`config.mk`:
```
export PLATFORM = sky130hd
export DESIGN_NAME = spi_regs_top
export DESIGN_NICKNAME = d
export VERILOG_FILES = /design/src/verilog/reg_map_pkg.sv /design/src/verilog/spi_frame_pkg.sv /design/src/verilog/reg_bank.sv /design/src/verilog/spi_regs_top.sv /design/src/verilog/spi_shifter.sv /design/src/verilog/spi_transaction_ctrl.sv
export VERILOG_INCLUDE_DIRS = /design/src /design/src/verilog
export SDC_FILE = /design/constraint.sdc
export NUM_CORES = 1
export LEC_CHECK = 0
export BUFFER_PORTS_ARGS = -buffer_cell sky130_fd_sc_hd__clkbuf_2
export CAP_MARGIN = 20
export CORE_MARGIN = 2
export CORE_UTILIZATION = 40
export CTS_BUF_LIST = sky130_fd_sc_hd__clkbuf_16
export DETAILED_ROUTE_END_ITERATION = 8
export PLACE_DENSITY = 0.55
export SLEW_MARGIN = 20
export SYNTH_ARGS = -nofsm -noshare
export SYNTH_HDL_FRONTEND = slang
export SYNTH_HIERARCHICAL = 1
export SYNTH_SLANG_ARGS = --single-unit
export TNS_END_PERCENT = 10
```
`constraint.sdc`:
```
create_clock -name sck -period 8.45 [get_ports sck]
set_input_delay 1.69 -clock sck [delete_from_list [all_inputs] [get_ports sck]]
set_output_delay 1.69 -clock sck [all_outputs]
set_load 0.05 [all_outputs]
```
`src/verilog/spi_regs_defs.svh`:
```
// SPI register slave constants
// Chip identifier, register count and the layout of the command byte
`ifndef SPI_REGS_DEFS_SVH
`define SPI_REGS_DEFS_SVH

////////////////////////////////////////////////////////////////////////////
// Serial framing
////////////////////////////////////////////////////////////////////////////

`define SPI_REGS_BYTE_W 8       // Bits in one serial byte
`define SPI_REGS_CNT_W 4        // Bit counter width, wide enough to hold 8

////////////////////////////////////////////////////////////////////////////
// Register map and command byte
////////////////////////////////////////////////////////////////////////////

`define SPI_REGS_COUNT 16       // Registers in the bank
`define SPI_REGS_CMD_WR_BIT 7   // Command bit that selects write (1) or read (0)
`define SPI_REGS_CMD_ADDR_W 4   // Start address sits in the low bits of the command

// Sent back to the master while every command byte comes in
`define SPI_REGS_CHIP_ID 8'hA5

`endif

```
`src/verilog/reg_map_pkg.sv`:
```
// Register map types for the SPI register slave
// Covers the address, the decoded command byte and the frame states
`default_nettype none

`include "spi_regs_defs.svh"

package reg_map_pkg;

  // Index into the register bank, wraps modulo 16 on increment
  typedef logic [`SPI_REGS_CMD_ADDR_W-1:0] reg_addr_t;

  // Overlay of the first byte of every frame
  // Bit 7 picks the direction, bits 3:0 give the start address
  typedef struct packed {
    logic                                               write;    // 1 = write burst
    logic [`SPI_REGS_CMD_WR_BIT-`SPI_REGS_CMD_ADDR_W-1:0] reserved; // Ignored by the slave
    reg_addr_t                                          addr;     // First register moved
  } spi_cmd_t;

  // Where the controller is within a frame
  typedef enum logic [1:0] {
    XACT_CMD   = 2'd0, // Waiting for the command byte
    XACT_WRITE = 2'd1, // Each further byte is stored
    XACT_READ  = 2'd2  // Each further byte is sent from the bank
  } xact_state_t;

endpackage : reg_map_pkg

`default_nettype wire

```
`src/verilog/spi_frame_pkg.sv`:
```
// Serial frame types shared by the SPI shifter and its users
// Covers the byte, the bit counter and the shifter status report
`default_nettype none

`include "spi_regs_defs.svh"

package spi_frame_pkg;

  // One byte as it moves over sdin or sdout
  typedef logic [`SPI_REGS_BYTE_W-1:0] spi_byte_t;

  // Bits already received in the byte that is in progress
  typedef logic [`SPI_REGS_CNT_W-1:0] bit_cnt_t;

  // What the shifter reports after each completed byte
  // done is a one cycle pulse and rdata keeps the byte until the next one ends
  typedef struct packed {
    logic      done;  // High for one sck cycle after the 8th bit
    spi_byte_t rdata; // Byte assembled from sdin
  } shift_status_t;

endpackage : spi_frame_pkg

`default_nettype wire

```
`src/verilog/reg_bank.sv`:
```
// Bank of sixteen 8-bit registers for the SPI slave
// One synchronous write port, one combinational read port and a synchronous clear
`timescale 1ns/10ps
`default_nettype none

`include "spi_regs_defs.svh"

module reg_bank (
  input  logic                     sck,     // Serial clock, also the bank clock
  input  logic                     clr,     // Synchronous clear of every register
  input  logic                     wr_en,   // Write strobe from the controller
  input  reg_map_pkg::reg_addr_t   wr_addr, // Register to write
  input  spi_frame_pkg::spi_byte_t wr_data, // Value to write
  input  reg_map_pkg::reg_addr_t   rd_addr, // Register to read
  output spi_frame_pkg::spi_byte_t rd_data  // Contents of rd_addr
);
  import spi_frame_pkg::*;

  // Contents survive ss, so they outlive a frame
  spi_byte_t regs [`SPI_REGS_COUNT];

  //////////////////////////////////////////////////////////////////////////
  // Write port
  //////////////////////////////////////////////////////////////////////////

  // Clear wins over a write in the same cycle
  always_ff @(posedge sck) begin
    if (clr) begin
      regs <= '{default: '0};
    end else if (wr_en) begin
      regs[wr_addr] <= wr_data;
    end
  end

  //////////////////////////////////////////////////////////////////////////
  // Read port
  //////////////////////////////////////////////////////////////////////////

  // Combinational so the byte is ready before the next falling edge
  assign rd_data = regs[rd_addr];

endmodule : reg_bank

`default_nettype wire

```
`src/verilog/spi_regs_top.sv`:
```
// SPI register slave top level
// Connects the mode 3 shifter, the frame controller and the register bank
`timescale 1ns/10ps
`default_nettype none

module spi_regs_top (
  input  logic sck,      // Serial clock from the master
  input  logic ss,       // Slave select, high deselects
  input  logic clr,      // Synchronous clear of the register bank
  input  logic sdin,     // Serial data from the master
  input  logic mlb,      // Bit order, 1 means MSB first
  output logic sdout,    // Serial data to the master
  output logic sdout_oe  // Drive enable for sdout
);
  import spi_frame_pkg::*;
  import reg_map_pkg::*;

  shift_status_t rx_status; // Byte report from the shifter
  spi_byte_t     tx_byte;   // Byte handed to the shifter
  logic          wr_en;
  reg_addr_t     wr_addr;
  spi_byte_t     wr_data;
  reg_addr_t     rd_addr;
  spi_byte_t     rd_data;

  spi_shifter spi_shifter_inst (
    .sck       (sck),
    .ss        (ss),
    .sdin      (sdin),
    .mlb       (mlb),
    .tx_byte   (tx_byte),
    .rx_status (rx_status),
    .sdout     (sdout),
    .sdout_oe  (sdout_oe)
  );

  spi_transaction_ctrl spi_transaction_ctrl_inst (
    .sck       (sck),
    .ss        (ss),
    .rx_status (rx_status),
    .rd_data   (rd_data),
    .tx_byte   (tx_byte),
    .wr_en     (wr_en),
    .wr_addr   (wr_addr),
    .wr_data   (wr_data),
    .rd_addr   (rd_addr)
  );

  // Bank runs on sck too but only clr clears it
  reg_bank reg_bank_inst (
    .sck     (sck),
    .clr     (clr),
    .wr_en   (wr_en),
    .wr_addr (wr_addr),
    .wr_data (wr_data),
    .rd_addr (rd_addr),
    .rd_data (rd_data)
  );

endmodule : spi_regs_top

`default_nettype wire

```
`src/verilog/spi_shifter.sv`:
```
// SPI mode 3 slave shift engine
// Samples sdin on rising sck and updates sdout on falling sck
`timescale 1ns/10ps
`default_nettype none

module spi_shifter (
  input  logic                         sck,       // Serial clock from the master, idles high
  input  logic                         ss,        // Slave select, high deselects and resets
  input  logic                         sdin,      // Serial data from the master
  input  logic                         mlb,       // Bit order, 1 means MSB first
  input  spi_frame_pkg::spi_byte_t     tx_byte,   // Byte to send, taken when the count is zero
  output spi_frame_pkg::shift_status_t rx_status, // Completed byte with its done pulse
  output logic                         sdout,     // Serial data to the master
  output logic                         sdout_oe   // High while this slave drives sdout
);
  import spi_frame_pkg::*;

  spi_byte_t rx_shift; // Receive shift register
  spi_byte_t rx_next;  // Receive register with the current sdin bit added
  spi_byte_t rdata;    // Last complete byte
  spi_byte_t tx_reg;   // Transmit shift register
  bit_cnt_t  bit_cnt;  // Bits received so far in this byte
  logic      done;     // Byte complete pulse
  logic      last_bit; // This rising edge samples bit 8

  //////////////////////////////////////////////////////////////////////////
  // Receive side, rising sck
  //////////////////////////////////////////////////////////////////////////

  // LSB first enters at the top and moves right, MSB first enters at the bottom
  assign rx_next  = mlb ? {rx_shift[6:0], sdin} : {sdin, rx_shift[7:1]};
  assign last_bit = (bit_cnt == bit_cnt_t'($bits(spi_byte_t) - 1));

  // Count and pulse are frame state, so ss clears them and drops a partial byte
  always_ff @(posedge sck or posedge ss) begin
    if (ss) begin
      bit_cnt <= '0;
      done    <= 1'b0;
    end else if (last_bit) begin
      bit_cnt <= '0;             // Next byte starts from zero
      done    <= 1'b1;
    end else begin
      bit_cnt <= bit_cnt + bit_cnt_t'(1);
      done    <= 1'b0;           // Pulse lasts a single cycle
    end
  end

  // Data path only
  always_ff @(posedge sck) begin
    rx_shift <= rx_next;
    if (!ss && last_bit) begin
      rdata <= rx_next;          // Held until the next byte completes
    end
  end

  assign rx_status = '{done: done, rdata: rdata};

  //////////////////////////////////////////////////////////////////////////
  // Transmit side, falling sck
  //////////////////////////////////////////////////////////////////////////

  // A zero count means a new byte starts, otherwise the idle level fills in behind
  always_ff @(negedge sck or posedge ss) begin
    if (ss) begin
      tx_reg   <= 8'hFF;
      sdout_oe <= 1'b0;
    end else begin
      sdout_oe <= 1'b1;          // First falling edge of the frame starts driving
      if (bit_cnt == '0) begin
        tx_reg <= tx_byte;
      end else if (mlb) begin
        tx_reg <= {tx_reg[6:0], 1'b1};
      end else begin
        tx_reg <= {1'b1, tx_reg[7:1]};
      end
    end
  end

  assign sdout = mlb ? tx_reg[7] : tx_reg[0]; // Same bit order as the receive side

  //////////////////////////////////////////////////////////////////////////
  // Checks
  //////////////////////////////////////////////////////////////////////////

  // The controller acts once per byte, so a stretched pulse would double a write
  a_done_single : assert property (@(posedge sck) disable iff (ss) done |=> !done);

  // Count wraps after bit 8 and never runs past the byte
  a_cnt_range : assert property (@(posedge sck) disable iff (ss)
    bit_cnt <= bit_cnt_t'($bits(spi_byte_t)));

endmodule : spi_shifter

`default_nettype wire

```
`src/verilog/spi_transaction_ctrl.sv`:
```
// Frame controller for the SPI register slave
// Decodes the command byte, walks the address pointer and picks the byte to send
`timescale 1ns/10ps
`default_nettype none

`include "spi_regs_defs.svh"

module spi_transaction_ctrl (
  input  logic                         sck,       // Serial clock
  input  logic                         ss,        // Slave select, high ends the frame
  input  spi_frame_pkg::shift_status_t rx_status, // Byte report from the shifter
  input  spi_frame_pkg::spi_byte_t     rd_data,   // Bank contents at rd_addr
  output spi_frame_pkg::spi_byte_t     tx_byte,   // Next byte for the shifter
  output logic                         wr_en,     // Bank write strobe
  output reg_map_pkg::reg_addr_t       wr_addr,   // Bank write address
  output spi_frame_pkg::spi_byte_t     wr_data,   // Bank write data
  output reg_map_pkg::reg_addr_t       rd_addr    // Bank read address
);
  import spi_frame_pkg::*;
  import reg_map_pkg::*;

  xact_state_t state; // Position within the frame
  reg_addr_t   ptr;   // Register moved by the current data byte
  spi_cmd_t    cmd;   // Received byte viewed as a command

  assign cmd = spi_cmd_t'(rx_status.rdata);

  //////////////////////////////////////////////////////////////////////////
  // Frame state and address pointer
  //////////////////////////////////////////////////////////////////////////

  // Updates at the edge that sees done, one cycle after the byte ends
  always_ff @(posedge sck or posedge ss) begin
    if (ss) begin
      state <= XACT_CMD;
      ptr   <= '0;
    end else if (rx_status.done) begin
      case (state)
        XACT_CMD: begin
          state <= cmd.write ? XACT_WRITE : XACT_READ;
          ptr   <= cmd.addr;        // Burst starts at the command address
        end
        default: begin
          ptr <= ptr + reg_addr_t'(1); // Wraps from 15 to 0
        end
      endcase
    end
  end

  //////////////////////////////////////////////////////////////////////////
  // Bank access and outgoing byte
  //////////////////////////////////////////////////////////////////////////

  // The write lands at the same edge that advances the pointer
  assign wr_en   = (state == XACT_WRITE) && rx_status.done;
  assign wr_addr = ptr;
  assign wr_data = rx_status.rdata;

  // While done is high the pointer still shows the old byte, so look one ahead
  always_comb begin
    if (!rx_status.done) begin
      rd_addr = ptr;
    end else if (state == XACT_CMD) begin
      rd_addr = cmd.addr;            // First data byte of a read
    end else begin
      rd_addr = ptr + reg_addr_t'(1);
    end
  end

  // Chip identifier goes out with the command byte, register data after it
  assign tx_byte = (state == XACT_CMD && !rx_status.done) ? `SPI_REGS_CHIP_ID : rd_data;

  // A write only happens in a write burst and then moves the pointer by one
  a_wr_in_write : assert property (@(posedge sck) disable iff (ss)
    wr_en |-> (state == XACT_WRITE) ##1 (wr_addr == $past(wr_addr) + reg_addr_t'(1)));

endmodule : spi_transaction_ctrl

`default_nettype wire
```
==> results of run 1 <==
layer usage:
| metal | vias up | track usage | wire [um] |
|---|---|---|---|
| met1 | 3077 | 0.305 | 9520 |
| met3 | 38 | 0.0473 | 1680 |
| met5 | - | 0 | 0 |
| li1 | 2831 | - | - |
| met4 | 0 | 0.0745 | 418 |
| met2 | 291 | 0.369 | 11000 |
worst max path at each step:
stage                                                    from                                   end  slack (ps)  cells after the start
6_report       spi_transaction_ctrl_inst/wr_addr[1]$_DFF_PP0_  spi_shifter_inst/tx_reg[5]$_DFF_NP1_         970                      9
3_3_place_gp   spi_transaction_ctrl_inst/wr_addr[1]$_DFF_PP0_  spi_shifter_inst/tx_reg[5]$_DFF_NP1_        1040                      9
4_1_cts        spi_transaction_ctrl_inst/wr_addr[1]$_DFF_PP0_  spi_shifter_inst/tx_reg[5]$_DFF_NP1_         970                      9
2_1_floorplan  spi_transaction_ctrl_inst/state[0]$_DFFE_PP0P_  spi_shifter_inst/tx_reg[5]$_DFF_NP1_        1540                     12
5_1_grt        spi_transaction_ctrl_inst/wr_addr[1]$_DFF_PP0_  spi_shifter_inst/tx_reg[5]$_DFF_NP1_         830                      9
3_5_place_dp   spi_transaction_ctrl_inst/wr_addr[1]$_DFF_PP0_  spi_shifter_inst/tx_reg[5]$_DFF_NP1_         990                      9
where the power goes:
part | total [uW] | leakage [uW] | internal, uW | switching [uW]
clock network | 751 | 0.000307 | 411 | 341
registers | 848 | 0.00140 | 809 | 38.7
logic | 334 | 0.00115 | 105 | 229
total | 1930 | 0.00286 | 1330 | 608
cells in the final DEF (no fill, tap or decap), types with 12 or more instances in the layout:
cell type	netlist	layout
buf_4	12	12
clkbuf_16	0	17
a22oi_1	16	16
dfxtp_1	136	136
mux4_2	17	17
inv_1	7	15
o21ai_1	21	21
o21ai_0	110	110
mux2_2	16	16
nand3_1	133	133
a21oi_1	132	130
mux4_1	15	15
metrics by stage:
step           hold WS [ps]  utilization  total power [uW]  setup slack (ps)  instances
2_1_floorplan           446            -              1120              1540        816
3_3_place_gp            457        0.407              1190              1040        987
3_5_place_dp            464        0.407              1200               990        987
4_1_cts                 474        0.438              1940               972       1026
5_1_grt                 494        0.438              2010               826       1026
6_report                470        0.438              1930               972       1026
logic make-up (layout without fill, tap and decap cells):
family	after synthesis	after routing	share of synthesized area
adder cells (fa/ha/maj)	3	3	0.00485
flip-flops	164	164	0.449
multiplexers	58	58	0.141
AO/OA/AOI/OAI	282	282	0.189
XOR/XNOR	1	1	0.00113
AND/OR/NAND/NOR	192	192	0.136
buffers and inverters	115	65	0.0790
other	1	1	0.000485
area by class of cell:
type / count / area [um^2]
fillers: 1770 / 10600
multi-input cells: 537 / 3690
flip-flops and latches: 164 / 3470
clock buffers: 17 / 425
well taps: 260 / 325
clock inverters: 23 / 160
repair buffers: 19 / 155
inverters: 6 / 22.5
worst reg2reg max path, delay by kind of cell, from the launching register on:
| kind | cells | cell delay (ps) |
|---|---|---|
| mux | 3 | 890 |
| flops | 1 | 600 |
| simple gates | 2 | 390 |
| compound gates | 2 | 630 |
| fa+ha+maj | 1 | 410 |
| buf+inv | 1 | 260 |
==> run metrics, run 1 <==
final hold violation count 0; vias in the first global route 5,989; Avg WL per Cell 22.1 um; first-pass GRT wire length 35,000 um; Port Buf Inserts 6; Total Nets Final 761; Post-synth EDFFs 8; DRC Markers 0; Largest register FFs 128; Max-cap violations 0; GRT overflow 0; worst r2r path cells 9; Req. time, crit path 4600 ps; Initial Util 0.411; status finished clean; Top FF cell, synth dfxtp_1; Die X 143 um; ys async rst share 0.122; Yosys reg bits 164; Top Family by Delay on Critical Path multiplexers; Hold Path Class flop to flop; Clock Skew 29.8 ps; hold path depth 2; Syn Inst Count 816; post-CTS setup buffer count 0; Seq/Total Area, Yosys 0.449; Synthesized Nets 824; antenna-violating nets left 0; cell with the most instances after synthesis dfxtp_1; Area contributors post-synth dfxtp_1 35%, nand3_1 8.6%, a21oi_1 8.5%; Clock Path Buffers 2; root buffer cell clkbuf_16; largest net degree at the start of global routing 80; CP arrival 3630 ps; CTS tree done; placed inst area 0.00767 mm^2; crit-path max cell delay 600 ps; Max FO, Critical Path 24; Max Slew Vio Count 0; Total Routing Usage GR 0.228; reg2reg end spi_shifter_inst/tx_reg[5]$_DFF_NP1_; core area 0.0188 mm^2; Layout area overhead 6.67%; Synth top cells by count 136 x dfxtp_1, 133 x nand3_1, 132 x a21oi_1; worst hold endpoint reg_bank_inst/regs[83]$_SDFFE_PP0P_; row count 50; post-CTS resize count 0; mapped cell area 0.00773 mm^2; Avg Cell Area, Syn 9.48 um^2; height of the die 143 um; PwrDens 234 mW/mm^2; Worst Path Buf+Inv 1; Finish-stage setup viols 0; origin of the critical flop-to-flop path spi_transaction_ctrl_inst/wr_addr[1]$_DFF_PP0_; DRT Pass-1 Iters 6; Worst slew margin 0.373; min-delay src reg_bank_inst/regs[83]$_SDFFE_PP0P_; Iter 0 DRT Violations 643; Placer Congestion 0.808; share of the synthesized area in the top cell type 0.352; CP max stage cell dfrtp_1; hpwl dp 13,100 um; static leakage 0.00286 uW; IO Pins 7; vias per inst 6.08; CTS Buf Count 17; RSZ-0062 raised after global routing false; Distinct cells, synth 43; clk sinks 164; Worst Tran Pin Value 940 ps; Synthesis Warnings 6; Clock transition at path regs 70 ps; post-synth top area cell dfxtp_1; setup_tns 0 ps; share of cells above drive strength 1 0.153; diodes inserted 0; CP endpoint kind flop; CTS Hold Bufs 0; Worst VDD drop 118 uV; clk_lat worst skew 450 ps; initial antenna violation count 0; maximum level of the CTS H-tree 4; Critical Setup Path Class flop to flop; crit-path cells ha_1, mux2i_1, a21oi_4, buf_12, mux4_2, a22oi_1, nand2_1, or2_2, mux2_4; DRT Wirelength 22,600 um; Most flops, register reg_bank_inst/regs; full die area 0.0205 mm^2; R2R setup slack 970 ps; via count 6,237; Design Area, Final 0.00825 mm^2; CP Launch Type flop
Note: power is estimated with default switching activity, not from simulation.
==> run 2, diff against run 1 <==
CORE_UTILIZATION = 45   (was 40)
PLACE_DENSITY = 0.6   (was 0.55)
==> run 2 against run 1 <==
Compared with the run above:
- core utilization increased by 5.6 points
- wire length decreased by 2.2%
- setup slack got worse by 110 ps
- via count increased by 0.45%
- total power increased by 4.4%
- combinational power decreased by 4%
- critical path depth unchanged
- non-clock buffer count decreased by 2
- design area about the same
- die area decreased by 11%
- clock power increased by 13%
- critical endpoint unchanged
- largest power group unchanged
==> run metrics, run 2 (same netlist as run 1, synthesis figures left out) <==
CP max stage cell dfrtp_1; share of cells above drive strength 1 0.148 (-0.00484); status finished clean; most common cell after layout, fill and taps aside dfxtp_1; Most flops, register reg_bank_inst/regs; antenna-violating nets left 0 (unchanged); Clock Path Buffers 2 (unchanged); vias in the first global route 6,014 (+0.42%); DRT Pass-1 Iters 5 (-1); CTS tree done; Port Buf Inserts 6 (unchanged); Core Util, Final 0.494 (+0.0556); vias per inst 6.37 (+4.7%); number of fill cells 1,552 (-12%); CP Launch Type flop; Initial Util 0.463 (+0.0524); post-CTS resize count 0 (unchanged); crit-path max cell delay 600 ps (about the same); Worst slew margin 0.253 (-0.119); row count 47 (-6.0%); crit-path cells ha_1, mux2i_1, a21oi_4, buf_4, mux4_2, a22oi_1, nand2_1, or2_2, mux2_4; Clock Skew 33.2 ps (+3.47 ps); worst hold endpoint reg_bank_inst/regs[97]$_SDFFE_PP0P_; static leakage 0.00289 uW (+1.2%); Clock transition at path regs 60 ps (about the same); origin of the critical flop-to-flop path spi_transaction_ctrl_inst/wr_addr[1]$_DFF_PP0_; Max Slew Vio Count 0 (unchanged); Worst Tran Pin Value 1120 ps (+180 ps); Placer Congestion 0.840 (+4.0%); min-delay src reg_bank_inst/regs[97]$_SDFFE_PP0P_; maximum level of the CTS H-tree 4 (unchanged); most frequent cells in the layout 136 x dfxtp_1, 133 x nand3_1, 130 x a21oi_1; via count 6,265 (+0.45%); Largest register FFs 128 (unchanged); setup_tns 0 ps (unchanged); post-CTS setup buffer count 0 (unchanged); final hold violation count 0 (unchanged); worst r2r path cells 9 (unchanged); clk_lat worst skew 460 ps (about the same); diodes inserted 0 (unchanged); DRC Markers 0 (unchanged); Total Routing Usage GR 0.249 (+0.0210); root buffer cell clkbuf_16; DRT Wirelength 22,100 um (-2.2%); Hold Path Class flop to flop; R2R setup slack 860 ps (-110 ps); Critical Setup Path Class flop to flop; IO Pins 7 (unchanged); clk sinks 164 (unchanged); reg2reg end spi_shifter_inst/tx_reg[5]$_DFF_NP1_; hold path depth 2 (unchanged); Die X 135 um (-5.6%); Total Nets Final 759 (-0.26%); initial antenna violation count 0 (unchanged); RSZ-0062 raised after global routing false; Worst Path Buf+Inv 1 (unchanged); Layout area overhead 6.62% (about the same); CTS Buf Count 17 (unchanged); GRT overflow 0 (unchanged); Top Family by Delay on Critical Path compound AO/OA/AOI/OAI gates; PwrDens 245 mW/mm^2 (+4.4%); CP arrival 3750 ps (+120 ps); Max-cap violations 0 (unchanged); largest net degree at the start of global routing 102 (+28%); height of the die 135 um (-5.6%); full die area 0.0182 mm^2 (-11%); CTS Hold Bufs 0 (unchanged); Req. time, crit path 4610 ps (about the same); CP endpoint kind flop; first-pass GRT wire length 34,400 um (-1.8%); Max FO, Critical Path 19 (-21%); hpwl dp 13,000 um (-0.77%); Avg WL per Cell 22.5 um (+2.0%); core area 0.0167 mm^2 (-11%); Finish-stage setup viols 0 (unchanged); Iter 0 DRT Violations 716 (+11%); Worst VDD drop 138 uV (+17%)
## run 2: changes by cell type in the layout (fill, tap and decap cells not counted), moves of 2 or more
cell        before  now
bufinv_16        1    5
clkinv_1         1    3
clkinv_4         3    1
clkinvlp_4       4    0
## run 2: worst min-delay path: stages, from the launching register on
cell and delay [ps]:
dfxtp_1 300, o21ai_0 60, a21oi_1 60
## run 2: how the worst max path moves through the flow
stage | startpoint | end | slack [ps] | cells past startpoint
global route | spi_transaction_ctrl_inst/wr_addr[1]$_DFF_PP0_ | spi_shifter_inst/tx_reg[5]$_DFF_NP1_ | 720 | 9
global placement | spi_transaction_ctrl_inst/wr_addr[1]$_DFF_PP0_ | spi_shifter_inst/tx_reg[5]$_DFF_NP1_ | 930 | 9
finish | spi_transaction_ctrl_inst/wr_addr[1]$_DFF_PP0_ | spi_shifter_inst/tx_reg[5]$_DFF_NP1_ | 860 | 9
CTS | spi_transaction_ctrl_inst/wr_addr[1]$_DFF_PP0_ | spi_shifter_inst/tx_reg[5]$_DFF_NP1_ | 870 | 9
floorplan | spi_transaction_ctrl_inst/state[0]$_DFFE_PP0P_ | spi_shifter_inst/tx_reg[5]$_DFF_NP1_ | 1540 | 12
detailed placement | spi_transaction_ctrl_inst/wr_addr[1]$_DFF_PP0_ | spi_shifter_inst/tx_reg[5]$_DFF_NP1_ | 860 | 9
## run 2: metrics by stage
stage               total power, uW  cell area (um^2)  cells  worst slack, ps  hold WS [ps]
floorplan                      1120              7730    816             1540           446
global placement               1180              7580    945              929           455
detailed placement             1180              7580    945              865           463
CTS                            2020              8240    984              873           472
global route                   2090              8240    984              717           493
finish                         2020              8240    984              858           475
## run 2: where the power goes
group | switching, uW | internal (uW)
clock network | 323 | 526
registers | 38.3 | 810
logic | 224 | 97.9
## run 2: area by class of cell
class / count / area (um^2) / area share
Multi-Input combinational cell: 537 / 3680 / 0.447
Clock inverter: 23 / 236 / 0.0287
Sequential cell: 164 / 3470 / 0.421
Inverter: 6 / 22.5 / 0.00273
Tap cell: 220 / 275 / 0.0334
Timing Repair Buffer: 17 / 128 / 0.0155
Clock buffer: 17 / 425 / 0.0516
## run 2: per-layer routing
layer | track usage | share of wire | vias to the layer above
li1 | - | - | 2829
met1 | 0.333 | 0.41 | 3112
met3 | 0.0413 | 0.074 | 44
met2 | 0.398 | 0.48 | 280
met5 | 0 | 0 | -
met4 | 0.113 | 0.028 | 0
==> run 3, diff against run 2 <==
CORE_UTILIZATION = 65   (was 45)
PLACE_DENSITY = 0.82   (was 0.6)
==> run 3 against run 2 <==
Compared with the run above:
- wire length fell by 2.2%
- critical endpoint is now spi_shifter_inst/tx_reg[0]$_DFF_NP1_
- combinational power decreased by 2%
- largest power group unchanged
- sequential share of layout area up 1.1 points
==> run metrics, run 3 (same netlist as run 1, synthesis figures left out) <==
status finished clean; placed inst area 0.00748 mm^2 (-1.4%); Net Sw Power 574 uW (-2.0%); antenna-violating nets left 0 (unchanged); CP endpoint kind flop; Hold Path Class flop to flop; Clock Path Buffers 2 (unchanged); Total Nets Final 758 (-0.13%); setup_tns 0 ps (unchanged); internal power 1290 uW (-9.7%); combinational share of power 0.169 (+0.009); Initial Util 0.671 (+0.208); DRT Pass-1 Iters 6 (+1); Port Buf Inserts 6 (unchanged); Reg area 0.00347 mm^2 (unchanged); first-pass GRT wire length 33,900 um (-1.6%); CTS tree done; vias per inst 7.32 (+15%); CP Launch Type flop; Worst Tran Pin Value 1120 ps (+2.13 ps); Max-cap violations 0 (unchanged); IO Pins 7 (unchanged); hold path depth 2 (unchanged); full die area 0.0128 mm^2 (-30%); Worst VDD drop 141 uV (+2.1%); Total Routing Usage GR 0.345 (+0.0964); final hold violation count 0 (unchanged); most common cell after layout, fill and taps aside dfxtp_1; DRC Markers 0 (unchanged); worst r2r path cells 10 (+1); footprint of the multi-input gates 0.00368 mm^2 (unchanged); post-route insts no fill 907 (-7.8%); Clock power frac 0.376 (-0.044); CTS Buf Count 17 (unchanged); post-CTS setup buffer count 0 (unchanged); share of cells above drive strength 1 0.148 (+0.000194); PwrDens 233 mW/mm^2 (-4.9%); Req. time, crit path 4570 ps (-40 ps); final setup margin 885 ps (+26.5 ps); vias in the first global route 6,440 (+7.1%); core area 0.0115 mm^2 (-31%); Finish-stage setup viols 0 (unchanged); root buffer cell clkbuf_16; Clock Skew 31.8 ps (-1.47 ps); hpwl dp 12,500 um (-3.7%); GRT overflow 0 (unchanged); Worst slew margin 0.250 (-0.00323); DP Worst Slack 945 ps (+80.4 ps); Placer Congestion 0.931 (+11%); Avg WL per Cell 23.9 um (+6.1%); static leakage 0.00285 uW (-1.3%); Layout area overhead 3.80%; Iter 0 DRT Violations 1,092 (+53%); Most flops, register reg_bank_inst/regs; maximum level of the CTS H-tree 4 (unchanged); post-CTS resize count 0 (unchanged); reg2reg end spi_shifter_inst/tx_reg[0]$_DFF_NP1_; row count 39 (-17%); Largest register FFs 128 (unchanged); worst hold endpoint reg_bank_inst/regs[84]$_SDFFE_PP0P_; via count 6,643 (+6.0%); RSZ-0062 raised after global routing false; number of fill cells 851 (-45%); Clock transition at path regs 60 ps (about the same); Net Sw Frac 0.307 (+0.0171); Design Area, Final 0.00803 mm^2 (-2.6%); R2R setup slack 880 ps (+30 ps); Seq pwr share 0.455 (+0.035); dpl cells 867 (-8.3%); Critical Setup Path Class flop to flop; min-delay src reg_bank_inst/regs[84]$_SDFFE_PP0P_; CTS Hold Bufs 0 (unchanged); DRT Wirelength 21,700 um (-2.2%); worst hold margin 475 ps (+0.107 ps); largest net degree at the start of global routing 76 (-25%); clk_lat worst skew 450 ps (about the same); initial antenna violation count 0 (unchanged); most frequent cells in the layout 136 x dfxtp_1, 133 x nand3_1, 130 x a21oi_1; clk sinks 164 (unchanged); height of the die 113 um (-16%); Max FO, Critical Path 19 (unchanged); Die X 113 um (-16%); CP arrival 3680 ps (-70 ps); Max Slew Vio Count 0 (unchanged); origin of the critical flop-to-flop path spi_transaction_ctrl_inst/wr_addr[1]$_DFF_PP0_
[run 3: how the worst max path moves through the flow]
| stage | cells past startpoint | to | from |
|---|---|---|---|
| after floorplan | 12 | spi_shifter_inst/tx_reg[5]$_DFF_NP1_ | spi_transaction_ctrl_inst/state[0]$_DFFE_PP0P_ |
| after global placement | 10 | spi_shifter_inst/tx_reg[0]$_DFF_NP1_ | spi_transaction_ctrl_inst/wr_addr[1]$_DFF_PP0_ |
| after detailed placement | 10 | spi_shifter_inst/tx_reg[0]$_DFF_NP1_ | spi_transaction_ctrl_inst/wr_addr[1]$_DFF_PP0_ |
| after CTS | 10 | spi_shifter_inst/tx_reg[0]$_DFF_NP1_ | spi_transaction_ctrl_inst/wr_addr[1]$_DFF_PP0_ |
| after global routing | 10 | spi_shifter_inst/tx_reg[0]$_DFF_NP1_ | spi_transaction_ctrl_inst/wr_addr[1]$_DFF_PP0_ |
| final | 10 | spi_shifter_inst/tx_reg[0]$_DFF_NP1_ | spi_transaction_ctrl_inst/wr_addr[1]$_DFF_PP0_ |
[run 3: power groups by stage]
stage	registers [uW]	clock network [uW]	logic, uW
3_5_place_dp	863	6.57	305
5_1_grt	853	737	332
3_3_place_gp	859	6.57	297
4_1_cts	847	706	305
6_report	850	703	316
2_1_floorplan	843	6.57	269
[run 3: routing by layer]
layer,vias up,wire (um),GRT usage,part of all wire
met4,0,803,0.164,0.037
met2,515,10100,0.543,0.47
li1,2827,-,-,-
met1,3218,8100,0.435,0.37
met5,-,0,0,0
met3,83,2630,0.109,0.12
[run 3: cell type report]
| class | count | area share |
|---|---|---|
| antenna | 1 | 0.000312 |
| clock inverter | 23 | 0.0150 |
| inverter | 6 | 0.00281 |
| clock buffer | 17 | 0.0530 |
| multi-input combinational | 537 | 0.459 |
| tap | 143 | 0.0223 |
| timing repair buffer | 16 | 0.0150 |
| sequential | 164 | 0.433 |
[run 3: per-stage QoR]
step                      total power [uW]  utilization
after CTS                             1860        0.696
final                                 1870        0.697
after floorplan                       1120            -
after global routing                  1920        0.697
after global placement                1160        0.649
after detailed placement              1170        0.649
[run 3: critical path: stages, from the launching register on]
cell     delay (ps)
dfrtp_1         620
ha_1            410
mux2i_1         110
a21oi_4         540
buf_4           290
mux4_1          570
a22oi_1         200
nand2_1          70
or2_2           300
inv_1            60
mux2i_1          70
